**config.mk**
```make
export PLATFORM = sky130hd
export DESIGN_NAME = mcoc_intc
export DESIGN_NICKNAME = d
export VERILOG_FILES = /design/src/rtl/mcoc_pkg.sv /design/src/rtl/mcoc_intc.sv
export VERILOG_INCLUDE_DIRS = /design/src /design/src/rtl
export SDC_FILE = /design/constraint.sdc
export NUM_CORES = 1
export LEC_CHECK = 0
export BUFFER_PORTS_ARGS = -buffer_cell sky130_fd_sc_hd__buf_2
export CAP_MARGIN = 15
export CORE_UTILIZATION = 40
export CTS_CLUSTER_DIAMETER = 40
export DETAILED_ROUTE_END_ITERATION = 8
export HOLD_SLACK_MARGIN = 0.06
export PLACE_DENSITY_LB_ADDON = 0.15
export REMOVE_ABC_BUFFERS = 1
export SLEW_MARGIN = 40
export SYNTH_ARGS = -nofsm -noshare
export SYNTH_HDL_FRONTEND = slang
export SYNTH_SLANG_ARGS = --single-unit
```
**constraint.sdc**
```tcl
create_clock -name clk -period 2.6 [get_ports clk]
set_input_delay 0.26 -clock clk [delete_from_list [all_inputs] [get_ports clk]]
set_output_delay 0.26 -clock clk [all_outputs]
set_load 0.1 [all_outputs]
```
**src/rtl/mcoc_cfg.svh**
```systemverilog
`ifndef MCOC_CFG_SVH
`define MCOC_CFG_SVH

`define MCOC_DW		16	// Bus data width
`define MCOC_AW		16	// Bus address width
`define MCOC_IO_PAGE	8'hFF	// High address byte of I/O page

`define MCOC_BLK_SYSC	4'h0	// Block numbers in adr[7:4]
`define MCOC_BLK_PORT	4'h1
`define MCOC_BLK_TIM0	4'h2
`define MCOC_BLK_TIM1	4'h3
`define MCOC_BLK_INTC	4'h4

`define MCOC_IDCODE	16'h1150	// Chip ID
`define MCOC_VERSNO	16'h0148	// Version
`define MCOC_FCPU_KHZ	16'd24000	// Clock rate in kHz
`define MCOC_SYTM_DIV	24	// Clocks per system tick

`define MCOC_PORT_W	8	// Port width
`define MCOC_PORT_ENB_RST	8'h00	// All pins hi-Z after reset
`define MCOC_INT_N	8	// Interrupt factors

`define MCOC_SYSC_IDCODE	4'h0	// System control offsets
`define MCOC_SYSC_VERSNO	4'h2
`define MCOC_SYSC_FCPU	4'h4
`define MCOC_SYSC_BOOTMD	4'h6
`define MCOC_SYSC_TICK	4'h8

`define MCOC_PORT_OUT	4'h0	// Port offsets
`define MCOC_PORT_ENB	4'h2
`define MCOC_PORT_SEL	4'h4
`define MCOC_PORT_INP	4'h6

`define MCOC_TIM_CTRL	4'h0	// Timer offsets, ctrl bit 0 is run
`define MCOC_TIM_PERIOD	4'h2
`define MCOC_TIM_CMPA	4'h4
`define MCOC_TIM_CMPB	4'h6
`define MCOC_TIM_CNT	4'h8

`define MCOC_INTC_FLAG	4'h0	// Interrupt controller offsets
`define MCOC_INTC_ENB	4'h2
`define MCOC_INTC_VEC	4'h4

`endif

```
**src/rtl/mcoc_pkg.sv**
```systemverilog
`default_nettype none
`include "mcoc_cfg.svh"

package mcoc_pkg;

	// Request from bus master, one cycle per access
	typedef struct packed {
		logic rd;	// Read strobe
		logic wr;	// Write strobe
		logic [`MCOC_AW-1:0] adr;	// Byte address
		logic [`MCOC_DW-1:0] wdat;	// Write data
	} bus_req_t;

	// One-hot chip selects
	typedef struct packed {
		logic sysc;
		logic port;
		logic tim0;
		logic tim1;
		logic intc;
	} bus_sel_t;

	// Timer event pulses to interrupt controller
	typedef struct packed {
		logic ovf;	// Count wrapped
		logic cma;	// Count hit compare A
		logic cmb;	// Count hit compare B
	} tim_evt_t;

endpackage

`default_nettype wire

```
**src/rtl/mcoc_intc.sv**
```systemverilog
`timescale 1ns/100ps
`default_nettype none
`include "mcoc_cfg.svh"

module mcoc_intc
	import mcoc_pkg::*;
(
	input wire clk,
	input wire rst_n_i,
	input wire bus_req_t bus_i,
	input wire sel_i,
	input wire int0_i,
	input wire int1_i,
	input wire tim_evt_t tim0_evt_i,
	input wire tim_evt_t tim1_evt_i,
	output logic irq_o,
	output logic [`MCOC_DW-1:0] rdat_o
);
	localparam int DW = `MCOC_DW;
	localparam int N = `MCOC_INT_N;

	logic [2:0] int0_s;	// Two sync stages plus edge history
	logic [2:0] int1_s;
	logic wr_en;
	logic [N-1:0] fct;
	logic [N-1:0] clr;
	logic [N-1:0] flag;
	logic [N-1:0] enb;
	logic [N-1:0] act;	// Enabled and pending
	logic [7:0] vec;
	logic [DW-1:0] rd_mux;

	assign wr_en = sel_i & bus_i.wr;

	assign fct = {tim1_evt_i.cmb, tim1_evt_i.cma, tim1_evt_i.ovf,
		tim0_evt_i.cmb, tim0_evt_i.cma, tim0_evt_i.ovf,
		int1_s[1] & ~int1_s[2], int0_s[1] & ~int0_s[2]};	// Bit 0 upward

	assign clr = (wr_en && bus_i.adr[3:0] == `MCOC_INTC_FLAG) ? bus_i.wdat[N-1:0] : '0;

	always_ff @(posedge clk or negedge rst_n_i) begin
		if (!rst_n_i) begin
			int0_s <= '0;
			int1_s <= '0;
			flag <= '0;
			enb <= '0;
		end else begin
			int0_s <= {int0_s[1:0], int0_i};
			int1_s <= {int1_s[1:0], int1_i};
			flag <= (flag & ~clr) | fct;	// New event beats clear
			if (wr_en && bus_i.adr[3:0] == `MCOC_INTC_ENB)
				enb <= bus_i.wdat[N-1:0];
		end
	end

	assign act = flag & enb;
	assign irq_o = |act;

	// Lowest pending index, FF when idle
	always_comb begin
		vec = 8'hFF;
		for (int i = N - 1; i >= 0; i--) begin
			if (act[i])
				vec = 8'(i);
		end
	end

	always_comb begin
		case (bus_i.adr[3:0])
			`MCOC_INTC_FLAG: rd_mux = DW'(flag);
			`MCOC_INTC_ENB: rd_mux = DW'(enb);
			`MCOC_INTC_VEC: rd_mux = DW'(vec);
			default: rd_mux = '0;
		endcase
	end

	always_ff @(posedge clk or negedge rst_n_i) begin
		if (!rst_n_i)
			rdat_o <= '0;
		else
			rdat_o <= (sel_i && bus_i.rd) ? rd_mux : '0;
	end

endmodule

`default_nettype wire

```
* Yosys cells after proc, flatten, opt, wreduce, memory -nomap -nowiden
Index checks and enable logic that the tools add are counted.
** Word-level totals
- Logic and storage cells :: 32
- Flip-flop bits (word level) :: 38
- Input port bits :: 45
** Operators by class
- Reductions and logical operators :: 5
- Bitwise logic cells :: 9
- Equal/unequal tests :: 2
- Mux-type cells :: 11
** Operators by type and width (number)
- 2-to-1 mux 8 bit :: 9
- case mux 8 bit (3 select lines) :: 1
- AND 8 bit :: 2
- 2-to-1 mux 16 bit :: 1
- inverter 8 bit :: 1
- OR 8 bit :: 1
- OR reduction 8 bit :: 1
- == test 4 x 2 -> 1 bit (second input constant) :: 1
- == test 4 x 3 -> 1 bit (second input constant) :: 1
- logical NOT 4 bit :: 1
- AND 1 bit :: 3
- logical AND 1 bit :: 3
- inverter 1 bit :: 2

* Logic depth before layout (Yosys ltp)
Gate-level depths: netlist of run 1.
- Word-level depth :: 11
- Mapped depth :: 5
- Depth with buffers taken out :: 4

* Worst setup path before layout of run 1
No wires, ideal clock.
- Path kind :: register to register
- Start :: register enb[3]
- End :: register rdat_o[3]
- Cell stages (with the launch flop) :: 5
- Buffers on the path :: 0
- Path slack :: 160 ps
- Required time :: 2516 ps
- Setup time :: 84 ps
- Arrival time :: 2356 ps
- Period minus slack after synthesis :: 2440 ps
- Path through :: dfrtp_1 > a22oi_1 > nand4_1 > or2_2 > o21ai_0
** Between the ends
- Cells in the longest elaborated chain, start to end :: 7
** Ends and longest elaborated chain
- from (decl) :: line mcoc_intc.sv:28 : logic [N-1:0] enb;
- from (signal assigned) :: line mcoc_intc.sv:52 : enb <= bus_i.wdat[N-1:0];
- AND 8 bit :: line mcoc_intc.sv:56 : assign act = flag & enb;
- 2-to-1 mux 8 bit (4 in series) :: line mcoc_intc.sv:63 : if (act[i])
- case mux 8 bit (3 select lines) (*) :: line mcoc_intc.sv:69 : case (bus_i.adr[3:0])
- 2-to-1 mux 16 bit (*) :: line mcoc_intc.sv:81 : rdat_o <= (sel_i && bus_i.rd) ? rd_mux : '0;
- to (signal assigned) :: line mcoc_intc.sv:81
- to (decl) :: line mcoc_intc.sv:17 : output logic [`MCOC_DW-1:0] rdat_o
Every way passes the cells marked *; elsewhere a longest branch is shown, timed or not.
A chain may end at the register's enable or synchronous reset.

* Worst setup path after layout of run 1
- Start :: register enb[3]
- End :: output port irq_o
** Between the ends
- Cells in the longest elaborated chain, start to end :: 2
** Ends and longest elaborated chain
- AND 8 bit :: line mcoc_intc.sv:56
- OR reduction 8 bit :: line mcoc_intc.sv:57 : assign irq_o = |act;
- to (decl) :: line mcoc_intc.sv:16 : output logic irq_o,
Every way passes these cells.

==> results_dict.tcl, run 1 <==
set metrics [dict create \
    whs_ns 0.104 \
    synth.avg_cell_area_um2 12.6 \
    timing.critical_path.required_ns 2.34 \
    arrival_ns 1.51 \
    final.period_utilization_pct 68.1 \
    path_class "reg2out" \
    fin_crit_ns 1.77 \
    fin_skew_ns 0.00781 \
    slew_headroom_pct 57.3 \
    seqPwrFrac_pct 48.1 \
    internal_power_mw 0.774 \
    r2r_setup_slack_ns 1.22 \
    cpLargestDelayFamily "flip-flops" \
    worstPathCellList "a22oi_1, nand4_1, buf_2" \
    drt_iter0_drc 57 \
    post-synth-top-area-fraction_pct 56.3 \
    dr.pass1.iters 5 \
    gp_congestion 0.732 \
    rsz0062_at_grt "no" \
    routed-wl-met2_um 1080 \
    synth_xor_area_share_pct 0 \
    yosys-top-cells-area "dfrtp_1 (56%), mux2_4 (9.0%), a22oi_1 (5.6%)" \
    detail-route-antenna-nets 0 \
    synthCells 106 \
    cts.sinks 30 \
    crit_fanout 4 \
    worst_pin_slew_ns 0.640 \
    initial_core_util_pct 43.0 \
    yosys.area_share.simple_pct 11.4 \
    drc_errors 0 \
    synth_top_family_by_area "compound AO/OA/AOI/OAI gates" \
    nets 192 \
    dpl.hpwl_um 1800 \
    track_usage_pct 15.7 \
    num_rows 20 \
    leakage_nw 0.753 \
    powerDensity_nw_per_um2 677 \
    yosysTopAreaCell "dfrtp_1" \
    die_x_um 59.7 \
    drive_above_1_share_pct 35.8 \
    routed_wl_um 2430 \
    crit_slowest_cell "dfrtp_1" \
    grt_pass1_vias 863 \
    antenna_found_initial 0 \
    finalSetupTns_ns 0 \
    p_switching_mw 0.320 \
    n_antenna_cell 0 \
    synthToLayoutAreaGrowth_pct 21.2 \
    ys_warn_count 0 \
    via_per_inst 4.95 \
    dr.max_layer_used "met4" \
    synth_compound_area_share_pct 16.5 \
    ys_seq_area_share_pct 56.3 \
    slowest_delay_ns 0.42 \
    cts_buffer_depth 2 \
    max_freq_ghz 0.565 \
    postCtsSetupBuffers 0 \
    muxShareOfSynthArea_pct 9.01 \
    die_y_um 59.7 \
    port_buffers 33 \
    tritoncts "done" \
    path_buf_inv 1 \
    peakVddDrop_mv 0.300 \
    drv_cap 0 \
    synth_fa_ha_area_share_pct 0 \
    fill_cells 289 \
    setup_viol 0 \
    clkPwrFrac_pct 32.4 \
    cts_buffers 5 \
    swShare_pct 29.3 \
    met1_length_um 1080 \
    core_area_um2 3100 \
    status "finished, final reports clean" \
    num_vias 951 \
    grt_first_pass_wirelength_um 3980 \
    grt_max_degree 31 \
    setup.worst_path.start_class "flip-flop" \
    hold_path_class "in2reg" \
    synth-seq-cells 30 \
    clk_latency_ns 0.32 \
    dr_wl_met3_um 230 \
    routedWlPerCell_um 12.7 \
    h-tree-depth 2 \
    die_area_um2 3570 \
    slew_viol_final 0 \
    cts_root_buf "clkbuf_4" \
    final_hold_viol_count 0 \
    syn-cell-area_um2 1330 \
    path_clk_slew_ns 0.09 \
    ioPinCount 62 \
    grt-ovfl-total 0 \
    synth.distinct_cells 25 \
    setup.worst_path.end_class "output pin" \
    power_frac_comb_pct 19.5 \
]
[synthesized netlist by cell type]
cell type / number
nand3_1: 2
nor3_1: 1
and3_1: 3
a211oi_1: 1
nor4_4: 1
a22oi_1: 10
dfrtp_1: 30
a32o_1: 1
inv_1: 2
buf_6: 1
o21ai_0: 5
nand4_1: 2
o22ai_1: 1
or2_2: 1
buf_4: 9
a22o_1: 2
a21o_1: 7
nor4b_4: 1
nand2_1: 11
a31oi_1: 1
nor2_1: 2
a222oi_1: 2
mux2_4: 8
nand2b_1: 1
conb_1: 1
[metal layers]
layer	GRT usage, %	vias to the layer above
li1	-	459
met2	22.4	51
met1	20.7	435
met4	6.98	0
met5	0	-
met3	6.71	6
[worst register-to-register path, stage by stage (launching register included)]
cell and delay (ns):
dfrtp_1 0.42, a22oi_1 0.29, nand4_1 0.15, or2_2 0.35
o21ai_0 0.08
[registers in the layout, indices dropped and copies added (netlist names)]
register / flops
flag: 8
rdat_o: 8
enb: 8
int1_s: 3
int0_s: 3
[cell type report]
type | count | area [um^2] | area share, %
clock buffers | 5 | 37.5 | 2.32
clock inverters | 3 | 40.0 | 2.48
inverters | 2 | 7.51 | 0.464
multi-input cells | 71 | 523 | 32.4
flip-flops and latches | 30 | 751 | 46.4
well taps | 44 | 55.1 | 3.41
repair buffers | 37 | 203 | 12.5
[cell families after synthesis]
family / Yosys count
simple gates: 25
flops: 30
buf+inv: 12
mux: 8
other cells: 1
compound gates: 30
[repair_timing]
item                       in CTS  in global routing
setup endpoints to repair       0                  0
hold endpoints to repair       32                  0
hold buffers                    3                  0
gates resized for setup         0                  0
[worst paths after layout]
check / end / cells after the start / from
max reg2reg: rdat_o[6] / 4 / enb[3]
min reg2reg: int1_s[1] / 0 / int1_s[0]
max in group asynchronous: flag[7] / 2 / rst_n_i
max: irq_o / 3 / enb[3]
min: flag[3] / 2 / tim0_evt_i[1]
min in group asynchronous: int0_s[2] / 2 / rst_n_i
[per-stage QoR]
| step | power [mW] | utilization [%] | setup slack, ns | instances | area (um^2) |
|---|---|---|---|---|---|
| 3_3_place_gp | 0.743 | 48.6 | 0.738 | 181 | 1510 |
| 3_5_place_dp | 0.746 | 48.6 | 0.729 | 181 | 1510 |
| 5_1_grt | 1.15 | 52.1 | 0.712 | 192 | 1620 |
| 2_1_floorplan | 0.687 | - | 0.160 | 103 | 1280 |
| 6_report | 1.09 | 52.1 | 0.830 | 192 | 1620 |
| 4_1_cts | 1.11 | 52.1 | 0.833 | 192 | 1620 |
[power by group through the flow]
stage	Combinational [mW]	Sequential (mW)	Clock [mW]
floorplan	0.153	0.534	0
global placement	0.208	0.535	0
detailed placement	0.211	0.535	0
CTS	0.215	0.526	0.367
global route	0.229	0.531	0.385
finish	0.214	0.526	0.355
[cell usage in the layout, fill, tap and decap left out]
cell           synthesis  routed
buf_2                  0      33
dfrtp_1               30      30
nand2_1               11      11
a22oi_1               10      10
mux2_4                 8       8
conb_1                 1       8
a21o_1                 7       7
o21ai_0                5       5
clkbuf_4               0       5
and3_1                 3       3
dlygate4sd3_1          0       3
nand3_1                2       2
nand4_1                2       2
a222oi_1               2       2
nor2_1                 2       2
inv_1                  2       2
a22o_1                 2       2
clkinv_2               0       2
a211oi_1               1       1
nor4_4                 1       1
nor4b_4                1       1
nor3_1                 1       1
or2_2                  1       1
nand2b_1               1       1
a32o_1                 1       1
a31oi_1                1       1
o22ai_1                1       1
bufinv_16              0       1
buf_4                  9       1
(Power assumes the default switching activity.)
==> inputs of run 2 (changes only) <==
==> constraint.sdc (replaced) <==
create_clock -name clk -period 1.62 [get_ports clk]
set_input_delay 0.162 -clock clk [delete_from_list [all_inputs] [get_ports clk]]
set_output_delay 0.162 -clock clk [all_outputs]
set_load 0.1 [all_outputs]
==> run 2 against run 1 <==
  * Wire length grew 6.2%
  * Worst setup slack lost 0.76 ns
  * Sequential share of layout area shrank 2.4 points
  * Power grew 53%
  * Critical path depth is the same
  * Worst hold slack lost 0.028 ns
  * Global-route usage grew 1.0 points
  * Die area is the same
  * Critical endpoint unchanged
==> results_dict.tcl, run 2 (synthesis gave the netlist of run 1 again) <==
set metrics [dict create \
    rsz0062_at_grt "yes" \
    finalSetupTns_ns 0 \
    powerDensity_nw_per_um2 981 \
    dr.pass1.iters 4 \
    setup_viol 0 \
    routed_wl_um 2590 \
    final.period_utilization_pct 95.4 \
    die_y_um 59.7 \
    grt_max_degree 31 \
    port_buffers 33 \
    h-tree-depth 2 \
    peakVddDrop_mv 0.464 \
    r2r_setup_slack_ns 0.24 \
    slew_viol_final 0 \
    hold_path_class "in2reg" \
    rr_worst_depth 4 \
    postCtsSetupBuffers 0 \
    final_hold_viol_count 0 \
    path_class "reg2out" \
    whs_ns 0.0755 \
    initial_core_util_pct 43.0 \
    cts_buffer_depth 2 \
    tritoncts "done" \
    path_clk_slew_ns 0.09 \
    gp_congestion 0.745 \
    whs_path_depth 2 \
    crit_fanout 4 \
    num_rows 20 \
    clk_latency_ns 0.33 \
    max_freq_ghz 0.647 \
    cts.sinks 30 \
    grt_pass1_vias 904 \
    rr_startpoint "enb[5]" \
    die_area_um2 3570 \
    grt-ovfl-total 0 \
    leakage_nw 0.786 \
    worst_pin_slew_ns 0.652 \
    hold_path_end "enb[2]" \
    nets 200 \
    ioPinCount 62 \
    crit_slowest_cell "dfrtp_1" \
    slew_headroom_pct 56.5 \
    via_per_inst 5.03 \
    dpl.hpwl_um 1790 \
    cts_root_buf "clkbuf_4" \
    path_buf_inv 1 \
    final_common_cell "buf_2" \
    top_regs "enb (8), flag (8), rdat_o (8)" \
    track_usage_pct 16.8 \
    die_x_um 59.7 \
    drive_above_1_share_pct 35.9 \
    drv_cap 0 \
    cpLargestDelayFamily "flip-flops" \
    layout_common_cells "buf_2 (32), dfrtp_1 (30), nand2_1 (11)" \
    setup.worst_path.end_class "output pin" \
    n_antenna_cell 0 \
    core_area_um2 3100 \
    fin_crit_ns 1.55 \
    setup.worst_path.start_class "flip-flop" \
    grt_first_pass_wirelength_um 4170 \
    status "finished, final reports clean" \
    worstHoldStart "bus_i[2]" \
    synthToLayoutAreaGrowth_pct 27.7 \
    arrival_ns 1.38 \
    routedWlPerCell_um 12.9 \
    drt_iter0_drc 38 \
    cts_buffers 5 \
    timing.critical_path.required_ns 1.46 \
    detail-route-antenna-nets 0 \
    antenna_found_initial 0 \
    drc_errors 0 \
    worstPathCellList "a22oi_1, nand4_1, buf_6" \
    fin_skew_ns 0.00479 \
    num_vias 1006 \
    timing.rr.end "rdat_o[7]" \
    slowest_delay_ns 0.42 \
]
run 2: cell type report:
class                      count  area (um^2)
fill                         281         1400
tap                           44         55.1
clock buffer                   7         55.1
sequential                    30          751
multi-input combinational     71          533
clock inverter                 1         5.00
timing repair buffer          45          297
inverter                       2         7.51
run 2: timing repair:
| action | CTS | global route |
|---|---|---|
| gates resized for setup | 1 | 3 |
| endpoints found under the hold margin | 38 | 0 |
| hold buffers | 9 | 0 |
| endpoints found under the setup margin | 1 | 1 |
run 2: per-layer routing:
layer  share of wire, %  vias to the layer above  GRT usage [%]  wire (um)
met5                  0                        -              0          0
met2                 43                       47           24.3       1110
met4                2.0                        0           7.97         51
met1                 47                      476           21.7       1220
li1                   -                      477              -          -
met3                8.0                        6           6.93        206
run 2: metrics by stage:
| step | util (%) | worst slack [ns] | cells | instance area [um^2] | total power, mW |
|---|---|---|---|---|---|
| after global placement | 49.5 | 0.215 | 183 | 1540 | 1.19 |
| after floorplan | - | -0.820 | 103 | 1280 | 1.10 |
| final | 54.9 | 0.0738 | 200 | 1700 | 1.67 |
| after detailed placement | 49.5 | 0.200 | 183 | 1540 | 1.20 |
| after CTS | 54.4 | 0.00512 | 200 | 1690 | 1.67 |
| after global routing | 54.9 | -0.0117 | 200 | 1700 | 1.75 |
run 2: worst max path at each step:
stage | from | end | slack, ns | cells after the start
4_1_cts | flag[3] | irq_o | 0.005 | 3
5_1_grt | flag[5] | irq_o | -0.01 | 3
2_1_floorplan | enb[3] | rdat_o[3] | -0.82 | 4
3_3_place_gp | bus_i[16] | enb[6] | 0.21 | 5
3_5_place_dp | bus_i[16] | enb[6] | 0.20 | 5
6_report | enb[5] | irq_o | 0.07 | 3
run 2: report_power, final:
group,switching (mW),internal (mW)
Clock,0.242,0.210
Sequential,0.0506,0.798
Combinational,0.223,0.147
==> inputs of run 3 (changes only) <==
==> constraint.sdc (replaced) <==
create_clock -name clk -period 1.62 [get_ports clk]
set_input_delay 0 -clock clk [delete_from_list [all_inputs] [get_ports clk]]
set_output_delay 0 -clock clk [all_outputs]
set_load 0.1 [all_outputs]
==> run 3 against run 2 <==
  * Clock power is 1% lower
  * Worst hold slack improved by 0.013 ns
  * Global-route usage is 1.2 points higher
  * Sequential share of layout area fell by 2.8 points
  * Worst setup slack better by 0.060 ns
  * Critical path type is now in2reg
  * Sequential cell count did not move
  * Largest cell class unchanged
  * Non-clock buffer count rose by 14
==> results_dict.tcl, run 3 (synthesis gave the netlist of run 1 again) <==
set metrics [dict create \
    status "finished, final reports clean" \
    routed_wl_um 2710 \
    crit_fanout 8 \
    gp_congestion 0.746 \
    die_x_um 59.7 \
    path_clk_slew_ns 0.08 \
    rsz0062_at_grt "no" \
    setup.worst_path.end_class "flip-flop" \
    nets 214 \
    layout_common_cells "buf_2 (32), dfrtp_1 (30), dlygate4sd3_1 (23)" \
    drv_cap 0 \
    arrival_ns 1.69 \
    peakVddDrop_mv 0.524 \
    cts_buffer_depth 2 \
    final_hold_viol_count 0 \
    grt_first_pass_wirelength_um 4530 \
    cts.sinks 30 \
    drive_above_1_share_pct 31.8 \
    dr.pass1.iters 4 \
    n_antenna_cell 0 \
    port_buffers 33 \
    h-tree-depth 2 \
    grt-ovfl-total 0 \
    slew_viol_final 0 \
    slew_headroom_pct 56.9 \
    setup.worst_path.start_class "primary input" \
    worstPathCellList "buf_2, nor4_4, and3_1, nand2_1, a21o_1, dlygate4sd3_1" \
    path_class "in2reg" \
    setup_viol 0 \
    synthToLayoutAreaGrowth_pct 36.2 \
    clk_latency_ns 0.32 \
    cpLargestDelayFamily "simple AND/OR/NAND/NOR gates" \
    hold_path_class "in2reg" \
    max_freq_ghz 0.673 \
    cts_root_buf "clkbuf_4" \
    grt_max_degree 31 \
    slowest_delay_ns 0.56 \
    placed_cells_incl_taps 183 \
    timing.critical_path.required_ns 1.82 \
    final.period_utilization_pct 91.7 \
    grt_pass1_vias 979 \
    path_buf_inv 2 \
    die_area_um2 3570 \
    powerDensity_nw_per_um2 918 \
    die_y_um 59.7 \
    antenna_found_initial 0 \
    final_cells 214 \
    fin_crit_ns 1.49 \
    crit_slowest_cell "dlygate4sd3_1" \
    num_rows 20 \
    finalSetupTns_ns 0 \
    track_usage_pct 17.9 \
    drc_errors 0 \
    drt_iter0_drc 37 \
    initial_core_util_pct 43.0 \
    leakage_nw 0.823 \
    via_per_inst 4.95 \
    dpl.hpwl_um 1810 \
    ioPinCount 62 \
    fin_skew_ns 0.00566 \
    worst_pin_slew_ns 0.647 \
    cts_buffers 5 \
    core_area_um2 3100 \
    final_common_cell "buf_2" \
    num_vias 1060 \
    routedWlPerCell_um 12.7 \
    top_regs "enb (8), flag (8), rdat_o (8)" \
    tritoncts "done" \
    detail-route-antenna-nets 0 \
]
[run 3: cell count changes in the layout (fill, tap and decap cells not counted), sizes merged]
cell | previous run | this run
dlygate4sd3 | 9 | 23
[run 3: path summary, 6_finish.rpt]
kind / cells past startpoint / slack [ns] / end / startpoint
setup reg to reg: 4 / 0.22 / rdat_o[7] / flag[3]
setup / recovery: 6 / 0.13 / flag[7] / bus_i[17]
hold reg to reg: 0 / 0.35 / int1_s[1] / int1_s[0]
hold / removal: 4 / 0.09 / rdat_o[0] / bus_i[33]
min in group asynchronous: 2 / 0.24 / int0_s[2] / rst_n_i
max in group asynchronous: 2 / 0.95 / rdat_o[0] / rst_n_i
[run 3: layer usage]
metal | share of wire, % | track usage, % | up-vias
met1 | 45 | 23.6 | 506
met5 | 0 | 0 | -
met2 | 47 | 27.3 | 46
met3 | 7.1 | 6.06 | 6
met4 | 1.3 | 6.98 | 0
li1 | - | - | 502
[run 3: per-stage QoR]
stage                     worst slack [ns]  utilization (%)  hold slack, ns  area [um^2]  total power, mW
after floorplan                     -0.820                -          -0.296         1280             1.10
after global placement               0.265             49.1          0.0539         1520             1.19
after detailed placement             0.262             49.1          0.0613         1520             1.20
after CTS                            0.112             58.5          0.0627         1810             1.68
after global routing                0.0310             58.5          0.0890         1820             1.75
final                                0.134             58.5          0.0880         1820             1.67
[run 3: layout make-up]
cell class	count	area [um^2]
fill	288	1290
sequential	30	751
clock inverter	1	5.00
clock buffer	7	55.1
timing repair buffer	59	420
tap	44	55.1
multi-input combinational	71	523
inverter	2	7.51
[run 3: worst reg2reg max path, cell delays in order (launching register included)]
cell     delay (ns)
dfrtp_1        0.43
a22oi_1        0.27
nand4_1        0.17
or2_2          0.36
o21ai_0        0.09
[run 3: power by group]
group	switching, mW	internal [mW]
clock network	0.237	0.210
registers	0.0470	0.798
logic	0.224	0.152
[run 3: repair_timing]
action                                  in CTS  in global routing
buffers inserted                             0                  0
endpoints found under the hold margin       48                  0
hold buffers                                23                  0
endpoints found under the setup margin       0                  1
resized for setup                            0                  2
