### src/rtl/mcoc_cfg.svh
`ifndef MCOC_CFG_SVH
`define MCOC_CFG_SVH

`define MCOC_DW		16	// Bus data width
`define MCOC_AW		16	// Bus address width
`define MCOC_IO_PAGE	8'hFF	// High address byte of I/O page

`define MCOC_BLK_SYSC	4'h0	// Block numbers in adr[7:4]
`define MCOC_BLK_PORT	4'h1
`define MCOC_BLK_TIM0	4'h2
`define MCOC_BLK_TIM1	4'h3
`define MCOC_BLK_INTC	4'h4

`define MCOC_IDCODE	16'h1150	// Chip ID
`define MCOC_VERSNO	16'h0148	// Version
`define MCOC_FCPU_KHZ	16'd24000	// Clock rate in kHz
`define MCOC_SYTM_DIV	24	// Clocks per system tick

`define MCOC_PORT_W	8	// Port width
`define MCOC_PORT_ENB_RST	8'h00	// All pins hi-Z after reset
`define MCOC_INT_N	8	// Interrupt factors

`define MCOC_SYSC_IDCODE	4'h0	// System control offsets
`define MCOC_SYSC_VERSNO	4'h2
`define MCOC_SYSC_FCPU	4'h4
`define MCOC_SYSC_BOOTMD	4'h6
`define MCOC_SYSC_TICK	4'h8

`define MCOC_PORT_OUT	4'h0	// Port offsets
`define MCOC_PORT_ENB	4'h2
`define MCOC_PORT_SEL	4'h4
`define MCOC_PORT_INP	4'h6

`define MCOC_TIM_CTRL	4'h0	// Timer offsets, ctrl bit 0 is run
`define MCOC_TIM_PERIOD	4'h2
`define MCOC_TIM_CMPA	4'h4
`define MCOC_TIM_CMPB	4'h6
`define MCOC_TIM_CNT	4'h8

`define MCOC_INTC_FLAG	4'h0	// Interrupt controller offsets
`define MCOC_INTC_ENB	4'h2
`define MCOC_INTC_VEC	4'h4

`endif

### src/rtl/mcoc_pkg.sv
`default_nettype none
`include "mcoc_cfg.svh"

package mcoc_pkg;

	// Request from bus master, one cycle per access
	typedef struct packed {
		logic rd;	// Read strobe
		logic wr;	// Write strobe
		logic [`MCOC_AW-1:0] adr;	// Byte address
		logic [`MCOC_DW-1:0] wdat;	// Write data
	} bus_req_t;

	// One-hot chip selects
	typedef struct packed {
		logic sysc;
		logic port;
		logic tim0;
		logic tim1;
		logic intc;
	} bus_sel_t;

	// Timer event pulses to interrupt controller
	typedef struct packed {
		logic ovf;	// Count wrapped
		logic cma;	// Count hit compare A
		logic cmb;	// Count hit compare B
	} tim_evt_t;

endpackage

`default_nettype wire

### src/rtl/mcoc_sysc.sv
`timescale 1ns/100ps
`default_nettype none
`include "mcoc_cfg.svh"

module mcoc_sysc
	import mcoc_pkg::*;
(
	input wire clk,
	input wire arst_n_i,
	input wire bootr_n_i,
	input wire bus_req_t bus_i,
	input wire sel_i,
	output logic rst_n_o,
	output logic [`MCOC_DW-1:0] rdat_o
);
	localparam int DW = `MCOC_DW;
	localparam int DIV = `MCOC_SYTM_DIV;
	localparam int PW = $clog2(DIV);

	logic [1:0] rst_sync;	// Release synchronizer
	logic bootmd;
	logic [PW-1:0] presc;	// Tick prescaler
	logic [DW-1:0] tick;
	logic [DW-1:0] rd_mux;

	always_ff @(posedge clk or negedge arst_n_i) begin
		if (!arst_n_i) begin
			rst_sync <= 2'b00;
			bootmd <= 1'b0;
		end else begin
			rst_sync <= {rst_sync[0], 1'b1};
			if (!rst_sync[1])
				bootmd <= ~bootr_n_i;	// Last sample lands on release edge
		end
	end

	assign rst_n_o = rst_sync[1];

	always_ff @(posedge clk or negedge rst_n_o) begin
		if (!rst_n_o) begin
			presc <= '0;
			tick <= '0;
		end else if (presc == PW'(DIV - 1)) begin
			presc <= '0;
			tick <= tick + 1'b1;	// One tick per DIV clocks
		end else begin
			presc <= presc + 1'b1;
		end
	end

	always_comb begin
		case (bus_i.adr[3:0])
			`MCOC_SYSC_IDCODE: rd_mux = `MCOC_IDCODE;
			`MCOC_SYSC_VERSNO: rd_mux = `MCOC_VERSNO;
			`MCOC_SYSC_FCPU: rd_mux = `MCOC_FCPU_KHZ;
			`MCOC_SYSC_BOOTMD: rd_mux = DW'(bootmd);
			`MCOC_SYSC_TICK: rd_mux = tick;
			default: rd_mux = '0;
		endcase
	end

	always_ff @(posedge clk or negedge rst_n_o) begin
		if (!rst_n_o)
			rdat_o <= '0;
		else
			rdat_o <= (sel_i && bus_i.rd) ? rd_mux : '0;	// Zero unless read
	end

endmodule

`default_nettype wire

### config.mk
export PLATFORM = sky130hd
export DESIGN_NAME = mcoc_sysc
export DESIGN_NICKNAME = d
export VERILOG_FILES = /design/src/rtl/mcoc_pkg.sv /design/src/rtl/mcoc_sysc.sv
export VERILOG_INCLUDE_DIRS = /design/src /design/src/rtl
export SDC_FILE = /design/constraint.sdc
export NUM_CORES = 1
export LEC_CHECK = 0
export ABC_AREA = 0
export BUFFER_PORTS_ARGS = -buffer_cell sky130_fd_sc_hd__buf_2
export CORE_AREA = 4 4 62 64
export CTS_CLUSTER_SIZE = 28
export DETAILED_ROUTE_END_ITERATION = 7
export DIE_AREA = 0 0 66 68
export GPL_ROUTABILITY_DRIVEN = 0
export PLACE_DENSITY_LB_ADDON = 0.15
export SLEW_MARGIN = 20
export SYNTH_ARGS = -nofsm -noshare
export SYNTH_HDL_FRONTEND = slang
export SYNTH_SLANG_ARGS = --single-unit
### constraint.sdc
create_clock -name clk -period 2.3 [get_ports clk]
set_input_delay 0.115 -clock clk [delete_from_list [all_inputs] [get_ports clk]]
set_output_delay 0.115 -clock clk [all_outputs]
set_load 0.05 [all_outputs]
# Word level (Yosys, flattened, before mapping)
# Cells that the tools add are included.
# word_totals
reg_bits	40
out_inout_bits	17
input_bits	38
word_cells	18
# op_classes
mux	3
n_bitwise	1
addsub	2
n_eq_ne	5
reduce_logical	2
# ops
operator	count
$pmux 16 s5	1
$add 16x1->16 const B	1
$mux 16	1
$eq 4x3->1 const B	2
$add 5x1->5 const B	1
$eq 5x5->1 const B	1
$mux 5	1
$eq 4x2->1 const B	1
$eq 4x4->1 const B	1
$logic_not 4->1	1
$logic_and 1x1->1	1
$not 1->1	1

# Longest topological paths before layout
# Gate-level depths: netlist (run 1).
# depth
word_depth	3
depth_mapped	6
depth_no_buf	5

# Least setup slack after synthesis (run 1)
# Ideal clock, no wire load.
# synth_path
path_kind	flip-flop to flip-flop
start	register rst_sync[1]
end	register bootmd
path_buffers	0
synth_period_minus_slack_ps	1785
stages_incl_launch_ff	2
path_slack_ps	515
setup_time_ps	97
t_required_ps	2203
arrival_time_ps	1688
cell_sequence	dfrtp_1 > mux2i_1
# synth_rtl
element	line_no	text
from (decl)	mcoc_sysc.sv:20	logic [1:0] rst_sync;
from (signal assigned)	mcoc_sysc.sv:31	rst_sync <= {rst_sync[0], 1'b1};
to (signal assigned)	mcoc_sysc.sv:33	bootmd <= ~bootr_n_i;
to (decl)	mcoc_sysc.sv:21	logic bootmd;
# No word-level cell between the ends.

# Final worst setup path (run 1)
# layout_path
start	register presc[0]
end	register tick[15]
# layout_via
elab_chain_cells	1
# layout_lines
element	line_no	text
from (decl)	mcoc_sysc.sv:22	logic [PW-1:0] presc;
from (signal assigned)	mcoc_sysc.sv:47	presc <= presc + 1'b1;
$eq 5x5->1	mcoc_sysc.sv:43	end else if (presc == PW'(DIV - 1)) begin
to (signal assigned)	mcoc_sysc.sv:45	tick <= tick + 1'b1;
to (decl)	mcoc_sysc.sv:23	logic [DW-1:0] tick;
# Every way passes these cells.
# A chain may end at the register's enable or synchronous reset.

==> impl_metrics.prom, run 1 <==
# TYPE chip_impl_metric gauge
chip_impl_metric{name="post_cts_resized",unit=""} 0
chip_impl_info{name="clock_tree_from_tritoncts",value="yes"} 1
chip_impl_metric{name="clkSlewWorstSetupHoldPaths",unit="ps"} 120
chip_impl_metric{name="globalRouteTotalUtil",unit="%"} 15.2
chip_impl_metric{name="async_flop_share",unit="%"} 100
chip_impl_metric{name="final-max-slew-violation-count",unit=""} 0
chip_impl_metric{name="drt_drc_violations_left",unit=""} 0
chip_impl_metric{name="synth_enable_flop_cells",unit=""} 0
chip_impl_info{name="highest_layer",value="met4"} 1
chip_impl_metric{name="route.met3.wl",unit="µm"} 104
chip_impl_metric{name="met2RoutedLength",unit="µm"} 1460
chip_impl_info{name="yosys.area.top_type",value="sky130_fd_sc_hd__dfrtp_1"} 1
chip_impl_metric{name="power.share.combinational",unit="%"} 4.9
chip_impl_metric{name="area_growth_syn_to_layout",unit="%"} 15.1
chip_impl_metric{name="drive_above_1_share",unit="%"} 23.0
chip_impl_metric{name="power-per-cell-area",unit="nW/µm²"} 589
chip_impl_info{name="synthMostInstantiatedCell",value="sky130_fd_sc_hd__dfrtp_1"} 1
chip_impl_metric{name="synth_cell_types",unit=""} 34
chip_impl_metric{name="synth-seq-cells",unit=""} 40
chip_impl_metric{name="slew-limit-headroom",unit="%"} 58.1
chip_impl_metric{name="drt_first_iter_violations",unit=""} 62
chip_impl_metric{name="design.die.area",unit="µm²"} 4490
chip_impl_metric{name="diodes",unit=""} 0
chip_impl_metric{name="setup_viol",unit=""} 0
chip_impl_metric{name="final_period_minus_worst_setup_slack",unit="ps"} 1720
chip_impl_metric{name="largest_net_degree_at_the_start_of_global_routing",unit=""} 26
chip_impl_metric{name="path_max_fanout",unit=""} 7
chip_impl_metric{name="top_level_ports",unit=""} 55
chip_impl_metric{name="vias",unit=""} 1088
chip_impl_metric{name="syn_avg_cell_area",unit="µm²"} 11.8
chip_impl_metric{name="worst_ir_drop_vdd",unit="µV"} 342
chip_impl_info{name="dominant_synthesized_flop_cell",value="sky130_fd_sc_hd__dfrtp_1"} 1
chip_impl_metric{name="placementRows",unit=""} 21
chip_impl_metric{name="drt-total-wl",unit="µm"} 2800
chip_impl_metric{name="number_of_h_tree_levels",unit=""} 2
chip_impl_metric{name="fin_nets",unit=""} 213
chip_impl_metric{name="synth.net_count",unit=""} 182
chip_impl_metric{name="cts_buffers",unit=""} 5
chip_impl_info{name="grt_setup_unrepaired",value="no"} 1
chip_impl_metric{name="cp_data_arrival_time",unit="ps"} 1990
chip_impl_metric{name="clockPowerShare",unit="%"} 32.3
chip_impl_metric{name="clkSinkCount",unit=""} 40
chip_impl_metric{name="sequentialPowerShare",unit="%"} 62.9
chip_impl_info{name="criticalPathCategory",value="reg2reg"} 1
chip_impl_info{name="synth_top_cells_by_count",value="sky130_fd_sc_hd__dfrtp_1 (40), sky130_fd_sc_hd__nand2_1 (14), sky130_fd_sc_hd__nor2_1 (10), sky130_fd_sc_hd__xnor2_1 (9), sky130_fd_sc_hd__a21oi_1 (8)"} 1
chip_impl_metric{name="max-clock-path-buffers",unit=""} 2
chip_impl_metric{name="die_h",unit="µm"} 68
chip_impl_metric{name="hold_violations",unit=""} 0
chip_impl_metric{name="switching_power",unit="W"} 0.000261
chip_impl_metric{name="finalCritPeriodShare",unit="%"} 74.7
chip_impl_info{name="synthTopCellsByArea",value="sky130_fd_sc_hd__dfrtp_1 (60%), sky130_fd_sc_hd__xnor2_1 (4.7%), sky130_fd_sc_hd__xor2_1 (3.7%), sky130_fd_sc_hd__nand2_1 (3.1%), sky130_fd_sc_hd__a21oi_1 (2.4%)"} 1
chip_impl_metric{name="max_cap_violations",unit=""} 0
chip_impl_metric{name="synth.cell_area",unit="µm²"} 1680
chip_impl_metric{name="grt_first_pass_wirelength",unit="µm"} 5020
chip_impl_metric{name="netlist.area_leader.share",unit="%"} 59.7
chip_impl_metric{name="maxClockFrequency",unit="MHz"} 582
chip_impl_metric{name="total_power",unit="W"} 0.00114
chip_impl_metric{name="synth_cells",unit=""} 142
chip_impl_metric{name="detail-route-antenna-nets",unit=""} 0
chip_impl_info{name="root_buffer",value="sky130_fd_sc_hd__clkbuf_4"} 1
chip_impl_metric{name="required_worst_endpoint",unit="ps"} 2570
chip_impl_metric{name="p_leak",unit="nW"} 0.988
chip_impl_metric{name="finalSetupTns",unit="ps"} 0
chip_impl_metric{name="hpwl",unit="µm"} 2100
chip_impl_metric{name="fillerInstances",unit=""} 282
chip_impl_metric{name="total_overflow_reported_by_the_global_router",unit=""} 0
chip_impl_metric{name="portBuffers",unit=""} 25
chip_impl_metric{name="p_sw_share",unit="%"} 22.9
chip_impl_metric{name="avgRoutedWirePerCell",unit="µm"} 12.7
chip_impl_info{name="result_of_the_run",value="complete, no violations"} 1
chip_impl_metric{name="timing.clock.skew",unit="ps"} 9.76
chip_impl_metric{name="grt_antenna_before_repair",unit=""} 0
chip_impl_metric{name="clock_insertion_delay_worst_skew",unit="ps"} 340
chip_impl_metric{name="floorplan.die.width",unit="µm"} 66
chip_impl_info{name="start_kind",value="flop"} 1
chip_impl_metric{name="first_global_vias",unit=""} 1105
chip_impl_info{name="worst_setup_path_end_kind",value="flop"} 1
chip_impl_info{name="holdCritPathClass",value="in2reg"} 1
chip_impl_metric{name="seq_area_frac_synth",unit="%"} 59.7
chip_impl_metric{name="routed_length_on_met1",unit="µm"} 1180
chip_impl_metric{name="floorplan.initialDensity",unit="%"} 51.1
chip_impl_metric{name="detailedRoute.firstPassIterationCount",unit=""} 4
chip_impl_metric{name="post_drt_via_cell_ratio",unit=""} 4.95
chip_impl_metric{name="coreArea",unit="µm²"} 3280
chip_impl_metric{name="synth-warning-count",unit=""} 0
chip_impl_metric{name="worstMarginPinSlew",unit="ps"} 627
chip_impl_metric{name="cell_internal_pwr",unit="W"} 0.000877
==> cell families (layout without fill, tap and decap cells) <==
group | count (synthesis) | count (layout) | share of synthesized area (%)
AO/OA/AOI/OAI | 9 | 9 | 2.68
AND/OR/NAND/NOR | 66 | 66 | 24.0
buffers and inverters | 5 | 37 | 1.42
XOR/XNOR | 17 | 17 | 9.32
adder cells (fa/ha/maj) | 2 | 2 | 1.49
other | 1 | 1 | 0.223
flip-flops | 40 | 40 | 59.7
multiplexers | 2 | 2 | 1.19
==> path summary, 6_finish.rpt <==
check,startpoint,end,slack (ps),cells after the start
max in group asynchronous,rst_sync[1],rdat_o[13],1320,1
min,bus_i[18],rdat_o[4],40,2
min in group asynchronous,arst_n_i,bootmd,70,2
max reg2reg,presc[0],tick[15],580,5
min reg2reg,rst_sync[1],presc[1],250,0
max,presc[0],tick[15],580,5
==> worst max-delay path, cell delays in order (launching register included) <==
cell                      delay [ps]
sky130_fd_sc_hd__dfrtp_1         390
sky130_fd_sc_hd__ha_1            300
sky130_fd_sc_hd__and4b_1         430
sky130_fd_sc_hd__nand3_4         140
sky130_fd_sc_hd__nor3_2          220
sky130_fd_sc_hd__xor2_1          160
==> power by group through the flow <==
stage,Clock (W),Combinational (W),Sequential (W)
2_1_floorplan,0,0.0000178,0.000746
3_3_place_gp,0,0.0000523,0.000729
3_5_place_dp,0,0.0000533,0.000729
4_1_cts,0.000383,0.0000563,0.000716
5_1_grt,0.000414,0.0000629,0.000717
6_report,0.000367,0.0000553,0.000715
==> sequential cells by signal, summed over array words and instances (netlist names) <==
signal	flops
rst_sync	2
rdat_o	16
tick	16
bootmd	1
presc	5
==> cell usage in the layout, fill, tap and decap left out, types with 2 or more instances in the layout <==
master	synthesis	routed
sky130_fd_sc_hd__a21oi_1	8	8
sky130_fd_sc_hd__and2_1	6	6
sky130_fd_sc_hd__and4_1	2	2
sky130_fd_sc_hd__buf_2	1	25
sky130_fd_sc_hd__clkbuf_4	0	5
sky130_fd_sc_hd__dfrtp_1	40	40
sky130_fd_sc_hd__dlygate4sd3_1	0	2
sky130_fd_sc_hd__ha_1	2	2
sky130_fd_sc_hd__mux2i_1	2	2
sky130_fd_sc_hd__nand2_1	14	14
sky130_fd_sc_hd__nand2b_1	4	4
sky130_fd_sc_hd__nand3_1	5	5
sky130_fd_sc_hd__nand3b_1	2	2
sky130_fd_sc_hd__nand4_1	6	6
sky130_fd_sc_hd__nor2_1	10	10
sky130_fd_sc_hd__nor2b_1	2	2
sky130_fd_sc_hd__nor3_1	2	2
sky130_fd_sc_hd__nor3_2	2	2
sky130_fd_sc_hd__or2_1	2	2
sky130_fd_sc_hd__xnor2_1	9	9
sky130_fd_sc_hd__xor2_1	7	7
==> metrics by stage <==
stage	instance area [µm²]	utilization (%)	setup slack [ps]	std cells	hold WS [ps]
2_1_floorplan	1680	-	515	142	-181
3_3_place_gp	1850	56.3	636	210	-90.3
3_5_place_dp	1850	56.3	589	210	-88.8
4_1_cts	1930	58.8	549	220	26.9
5_1_grt	1930	58.8	403	220	35.9
6_report	1930	58.8	582	220	44.8
==> routing by layer <==
| metal | global-route usage, % | vias to the layer above |
|---|---|---|
| li1 | - | 539 |
| met1 | 17.5 | 528 |
| met2 | 25.7 | 15 |
| met3 | 5.91 | 6 |
| met4 | 6.09 | 0 |
| met5 | 0 | - |
==> layout make-up <==
cell class	instances	area, µm²	share of cell area, %
clock buffer	7	55.1	2.85
tap	46	57.6	2.98
clock inverter	1	7.51	0.389
sequential	40	1000	51.8
multi-input combinational	97	653	33.8
inverter	1	3.75	0.194
timing repair buffer	28	153	7.91
==> timing repair <==
| action | in CTS | in global routing |
|---|---|---|
| buffers inserted | 0 | 0 |
| hold buffers | 2 | 0 |
| endpoints found under the hold margin | 4 | 0 |
No activity file was read; power rests on OpenSTA's default activity.
==> run 2: changes to the inputs <==
Settings changed: ABC_AREA 0 to 1, CORE_AREA 4 4 62 64 to 4 4 65 67, DIE_AREA 0 0 66 68 to 0 0 69 71.
Clock period 2.3 ns to 1.7 ns, I/O delays scaled along.
==> run 2 against run 1 <==
Core utilization is 1.1 points lower. Sequential share of layout area decreased by 4.0 points. Worst hold slack got worse by 32 ps. Area after synthesis increased by 6.6%. Largest power group unchanged.
==> impl_metrics.prom, run 2 <==
# TYPE chip_impl_metric gauge
chip_impl_info{name="critPathSlowestCell",value="sky130_fd_sc_hd__dlygate4sd3_1"} 1
chip_impl_metric{name="detailedRoute.firstPassIterationCount",unit=""} 4
chip_impl_metric{name="hold-worst-slack",unit="ps"} 12.7
chip_impl_metric{name="worstMarginPinSlew",unit="ps"} 515
chip_impl_metric{name="synth_enable_flop_cells",unit=""} 0
chip_impl_info{name="synth_top_cells_by_count",value="sky130_fd_sc_hd__nand2_1 (48), sky130_fd_sc_hd__dfrtp_1 (40), sky130_fd_sc_hd__inv_1 (22), sky130_fd_sc_hd__nor2_1 (20), sky130_fd_sc_hd__nand3_1 (12)"} 1
chip_impl_info{name="critical-path-top-cell-by-count",value="sky130_fd_sc_hd__nor2_2"} 1
chip_impl_metric{name="final-max-slew-violation-count",unit=""} 0
chip_impl_metric{name="number_of_h_tree_levels",unit=""} 2
chip_impl_info{name="grt_setup_unrepaired",value="no"} 1
chip_impl_metric{name="final.setup.worst_slack",unit="ps"} 303
chip_impl_metric{name="pre_cts_ws",unit="ps"} 318
chip_impl_info{name="largestRegisters",value="rdat_o (16), tick (16), presc (5)"} 1
chip_impl_metric{name="top_level_ports",unit=""} 55
chip_impl_metric{name="cp_data_arrival_time",unit="ps"} 1600
chip_impl_metric{name="path_max_fanout",unit=""} 11
chip_impl_metric{name="p_leak",unit="nW"} 1.03
chip_impl_metric{name="setup_viol",unit=""} 0
chip_impl_metric{name="area_growth_syn_to_layout",unit="%"} 17.1
chip_impl_metric{name="placement.cell_area",unit="µm²"} 1970
chip_impl_metric{name="total_power",unit="W"} 0.00169
chip_impl_metric{name="avgRoutedWirePerCell",unit="µm"} 11.8
chip_impl_metric{name="seq_area_frac_synth",unit="%"} 56.0
chip_impl_info{name="critical-path-top-delay-family",value="buffers and inverters"} 1
chip_impl_metric{name="die_h",unit="µm"} 71
chip_impl_info{name="root_buffer",value="sky130_fd_sc_hd__clkbuf_8"} 1
chip_impl_metric{name="async_flop_share",unit="%"} 100
chip_impl_info{name="synthTopCellsByArea",value="sky130_fd_sc_hd__dfrtp_1 (56%), sky130_fd_sc_hd__nand2_1 (10%), sky130_fd_sc_hd__inv_1 (4.6%), sky130_fd_sc_hd__nor2_1 (4.2%), sky130_fd_sc_hd__nand3_1 (3.4%)"} 1
chip_impl_metric{name="drive_above_1_share",unit="%"} 21.5
chip_impl_metric{name="syn_avg_cell_area",unit="µm²"} 9.03
chip_impl_metric{name="post_cts_resized",unit=""} 0
chip_impl_info{name="clock_tree_from_tritoncts",value="yes"} 1
chip_impl_metric{name="finalSetupTns",unit="ps"} 0
chip_impl_metric{name="max-clock-path-buffers",unit=""} 2
chip_impl_info{name="commonest_cells_after_routing_fill_and_taps_aside",value="sky130_fd_sc_hd__nand2_1 (48), sky130_fd_sc_hd__dfrtp_1 (39), sky130_fd_sc_hd__buf_2 (25)"} 1
chip_impl_metric{name="diodes",unit=""} 0
chip_impl_metric{name="hpwl",unit="µm"} 2560
chip_impl_metric{name="finalCritPeriodShare",unit="%"} 82.2
chip_impl_metric{name="fin_nets",unit=""} 272
chip_impl_metric{name="power.share.combinational",unit="%"} 4.3
chip_impl_metric{name="grt_antenna_before_repair",unit=""} 0
chip_impl_metric{name="hold_violations",unit=""} 0
chip_impl_metric{name="total_overflow_reported_by_the_global_router",unit=""} 0
chip_impl_metric{name="required_worst_endpoint",unit="ps"} 1900
chip_impl_metric{name="globalRouteTotalUtil",unit="%"} 14.7
chip_impl_metric{name="synth.cell_area",unit="µm²"} 1790
chip_impl_info{name="most_common_cell_after_layout_fill_and_taps_aside",value="sky130_fd_sc_hd__nand2_1"} 1
chip_impl_metric{name="drt-total-wl",unit="µm"} 3310
chip_impl_metric{name="cell_internal_pwr",unit="W"} 0.00131
chip_impl_metric{name="p_sw_share",unit="%"} 22.6
chip_impl_metric{name="switching_power",unit="W"} 0.000382
chip_impl_metric{name="clkSinkCount",unit=""} 40
chip_impl_metric{name="post_drt_via_cell_ratio",unit=""} 4.73
chip_impl_metric{name="cp_num_buf_inv",unit=""} 3
chip_impl_metric{name="netlist.area_leader.share",unit="%"} 56.0
chip_impl_info{name="worst_setup_path_end_kind",value="flop"} 1
chip_impl_metric{name="synth-warning-count",unit=""} 0
chip_impl_metric{name="clkSlewWorstSetupHoldPaths",unit="ps"} 80
chip_impl_metric{name="synth_cell_types",unit=""} 25
chip_impl_info{name="start_kind",value="primary input"} 1
chip_impl_metric{name="slew-limit-headroom",unit="%"} 65.6
chip_impl_info{name="synthMostInstantiatedCell",value="sky130_fd_sc_hd__nand2_1"} 1
chip_impl_metric{name="crit_path_max_incr_delay",unit="ps"} 540
chip_impl_metric{name="power-per-cell-area",unit="nW/µm²"} 806
chip_impl_metric{name="worst_ir_drop_vdd",unit="µV"} 534
chip_impl_metric{name="cts_buffers",unit=""} 5
chip_impl_metric{name="clock_insertion_delay_worst_skew",unit="ps"} 290
chip_impl_metric{name="final_period_minus_worst_setup_slack",unit="ps"} 1400
chip_impl_metric{name="clockPowerShare",unit="%"} 38.4
chip_impl_metric{name="detail-route-antenna-nets",unit=""} 0
chip_impl_metric{name="synth-seq-cells",unit=""} 40
chip_impl_metric{name="drt_drc_violations_left",unit=""} 0
chip_impl_metric{name="design.die.area",unit="µm²"} 4900
chip_impl_metric{name="synth_cells",unit=""} 198
chip_impl_metric{name="vias",unit=""} 1328
chip_impl_metric{name="portBuffers",unit=""} 25
chip_impl_info{name="result_of_the_run",value="complete, no violations"} 1
chip_impl_metric{name="coreArea",unit="µm²"} 3630
chip_impl_metric{name="sequentialPowerShare",unit="%"} 57.3
chip_impl_metric{name="setup_bufs_post_cts",unit=""} 0
chip_impl_metric{name="placementRows",unit=""} 22
chip_impl_metric{name="first_global_vias",unit=""} 1227
chip_impl_metric{name="floorplan.initialDensity",unit="%"} 49.2
chip_impl_info{name="worstPathCellList",value="dlygate4sd3_1, buf_2, nor2_2, nand2_1, nor2_2, inv_1, nor3_1"} 1
chip_impl_metric{name="max_cap_violations",unit=""} 0
chip_impl_metric{name="stdcell_area",unit="µm²"} 2090
chip_impl_metric{name="synth.net_count",unit=""} 238
chip_impl_metric{name="timing.clock.skew",unit="ps"} 5.34
chip_impl_metric{name="largest_net_degree_at_the_start_of_global_routing",unit=""} 24
chip_impl_metric{name="maxClockFrequency",unit="MHz"} 716
chip_impl_metric{name="floorplan.die.width",unit="µm"} 69
chip_impl_info{name="yosys.area.top_type",value="sky130_fd_sc_hd__dfrtp_1"} 1
chip_impl_metric{name="drt_first_iter_violations",unit=""} 72
chip_impl_info{name="dominant_synthesized_flop_cell",value="sky130_fd_sc_hd__dfrtp_1"} 1
chip_impl_metric{name="grt_first_pass_wirelength",unit="µm"} 5660
chip_impl_info{name="criticalPathCategory",value="in2reg"} 1
chip_impl_info{name="holdCritPathClass",value="in2reg"} 1
==> run 2: cell types whose count changed after synthesis, moves of 4 or more <==
cell | before | now
sky130_fd_sc_hd__nor2_2 | 0 | 4
sky130_fd_sc_hd__o21ai_0 | 1 | 6
sky130_fd_sc_hd__nand2_1 | 14 | 48
sky130_fd_sc_hd__xnor2_1 | 9 | 2
sky130_fd_sc_hd__nand2b_1 | 4 | 0
sky130_fd_sc_hd__nor2_1 | 10 | 20
sky130_fd_sc_hd__inv_1 | 1 | 22
sky130_fd_sc_hd__and2_1 | 6 | 0
sky130_fd_sc_hd__nand3_1 | 5 | 12
==> run 2: per-stage QoR <==
| stage | instances | utilization [%] |
|---|---|---|
| floorplan | 198 | - |
| global placement | 270 | 54.1 |
| detailed placement | 270 | 54.1 |
| CTS | 281 | 57.6 |
| global route | 281 | 57.6 |
| finish | 281 | 57.6 |
==> run 2: repair_timing <==
action	4_1_cts	5_1_grt
setup endpoints to repair	0	0
hold buffers	3	0
endpoints found under the hold margin	5	0
==> run 2: final cells by class <==
| type | instances | area, µm² |
|---|---|---|
| inverters | 24 | 90.1 |
| flip-flops and latches | 40 | 1000 |
| clock buffers | 6 | 82.6 |
| well taps | 48 | 60.1 |
| fillers | 352 | 1540 |
| clock inverters | 2 | 15.0 |
| repair buffers | 29 | 163 |
| multi-input cells | 132 | 682 |
==> run 2: logic make-up after synthesis <==
family	share of synthesized area, %
xor gates and xnor gates	2.94
buffers and inverters	5.88
and+or+nand+nor	27.4
DFF	56.0
AOI/OAI and AO/OA	6.16
other	0.210
adders and majority gates	1.40
==> run 2: final timing paths <==
kind / start / end / slack (ps) / cells after the start
hold / removal: bus_i[19] / rdat_o[4] / 10 / 2
min in group asynchronous: arst_n_i / bootmd / 120 / 2
hold reg to reg: rst_sync[1] / rdat_o[3] / 180 / 0
setup / recovery: bus_i[16] / rdat_o[15] / 300 / 7
max in group asynchronous: rst_sync[1] / tick[10] / 890 / 1
setup reg to reg: presc[0] / tick[9] / 320 / 6
==> run 2: worst register-to-register path, delay by kind of cell (launching register included) <==
family	cells	cell delay (ps)
AO/OA/AOI/OAI	1	150
flip-flops	1	370
AND/OR/NAND/NOR	4	550
adder cells (fa/ha/maj)	1	190
==> run 2: routing by layer <==
layer | global-route usage, % | vias to the layer above | wire, µm
li1 | - | 691 | -
met1 | 19.8 | 605 | 1580
met2 | 22.7 | 27 | 1550
met3 | 4.26 | 5 | 138
met4 | 5.21 | 0 | 46
met5 | 0 | - | 0
==> run 2: power groups by stage <==
stage	combinational [W]	clock [W]	sequential (W)
finish	0.0000723	0.000648	0.000968
detailed placement	0.0000678	0	0.000988
CTS	0.0000731	0.000673	0.000969
floorplan	0.0000193	0	0.00101
global route	0.0000805	0.000710	0.000970
global placement	0.0000671	0	0.000988
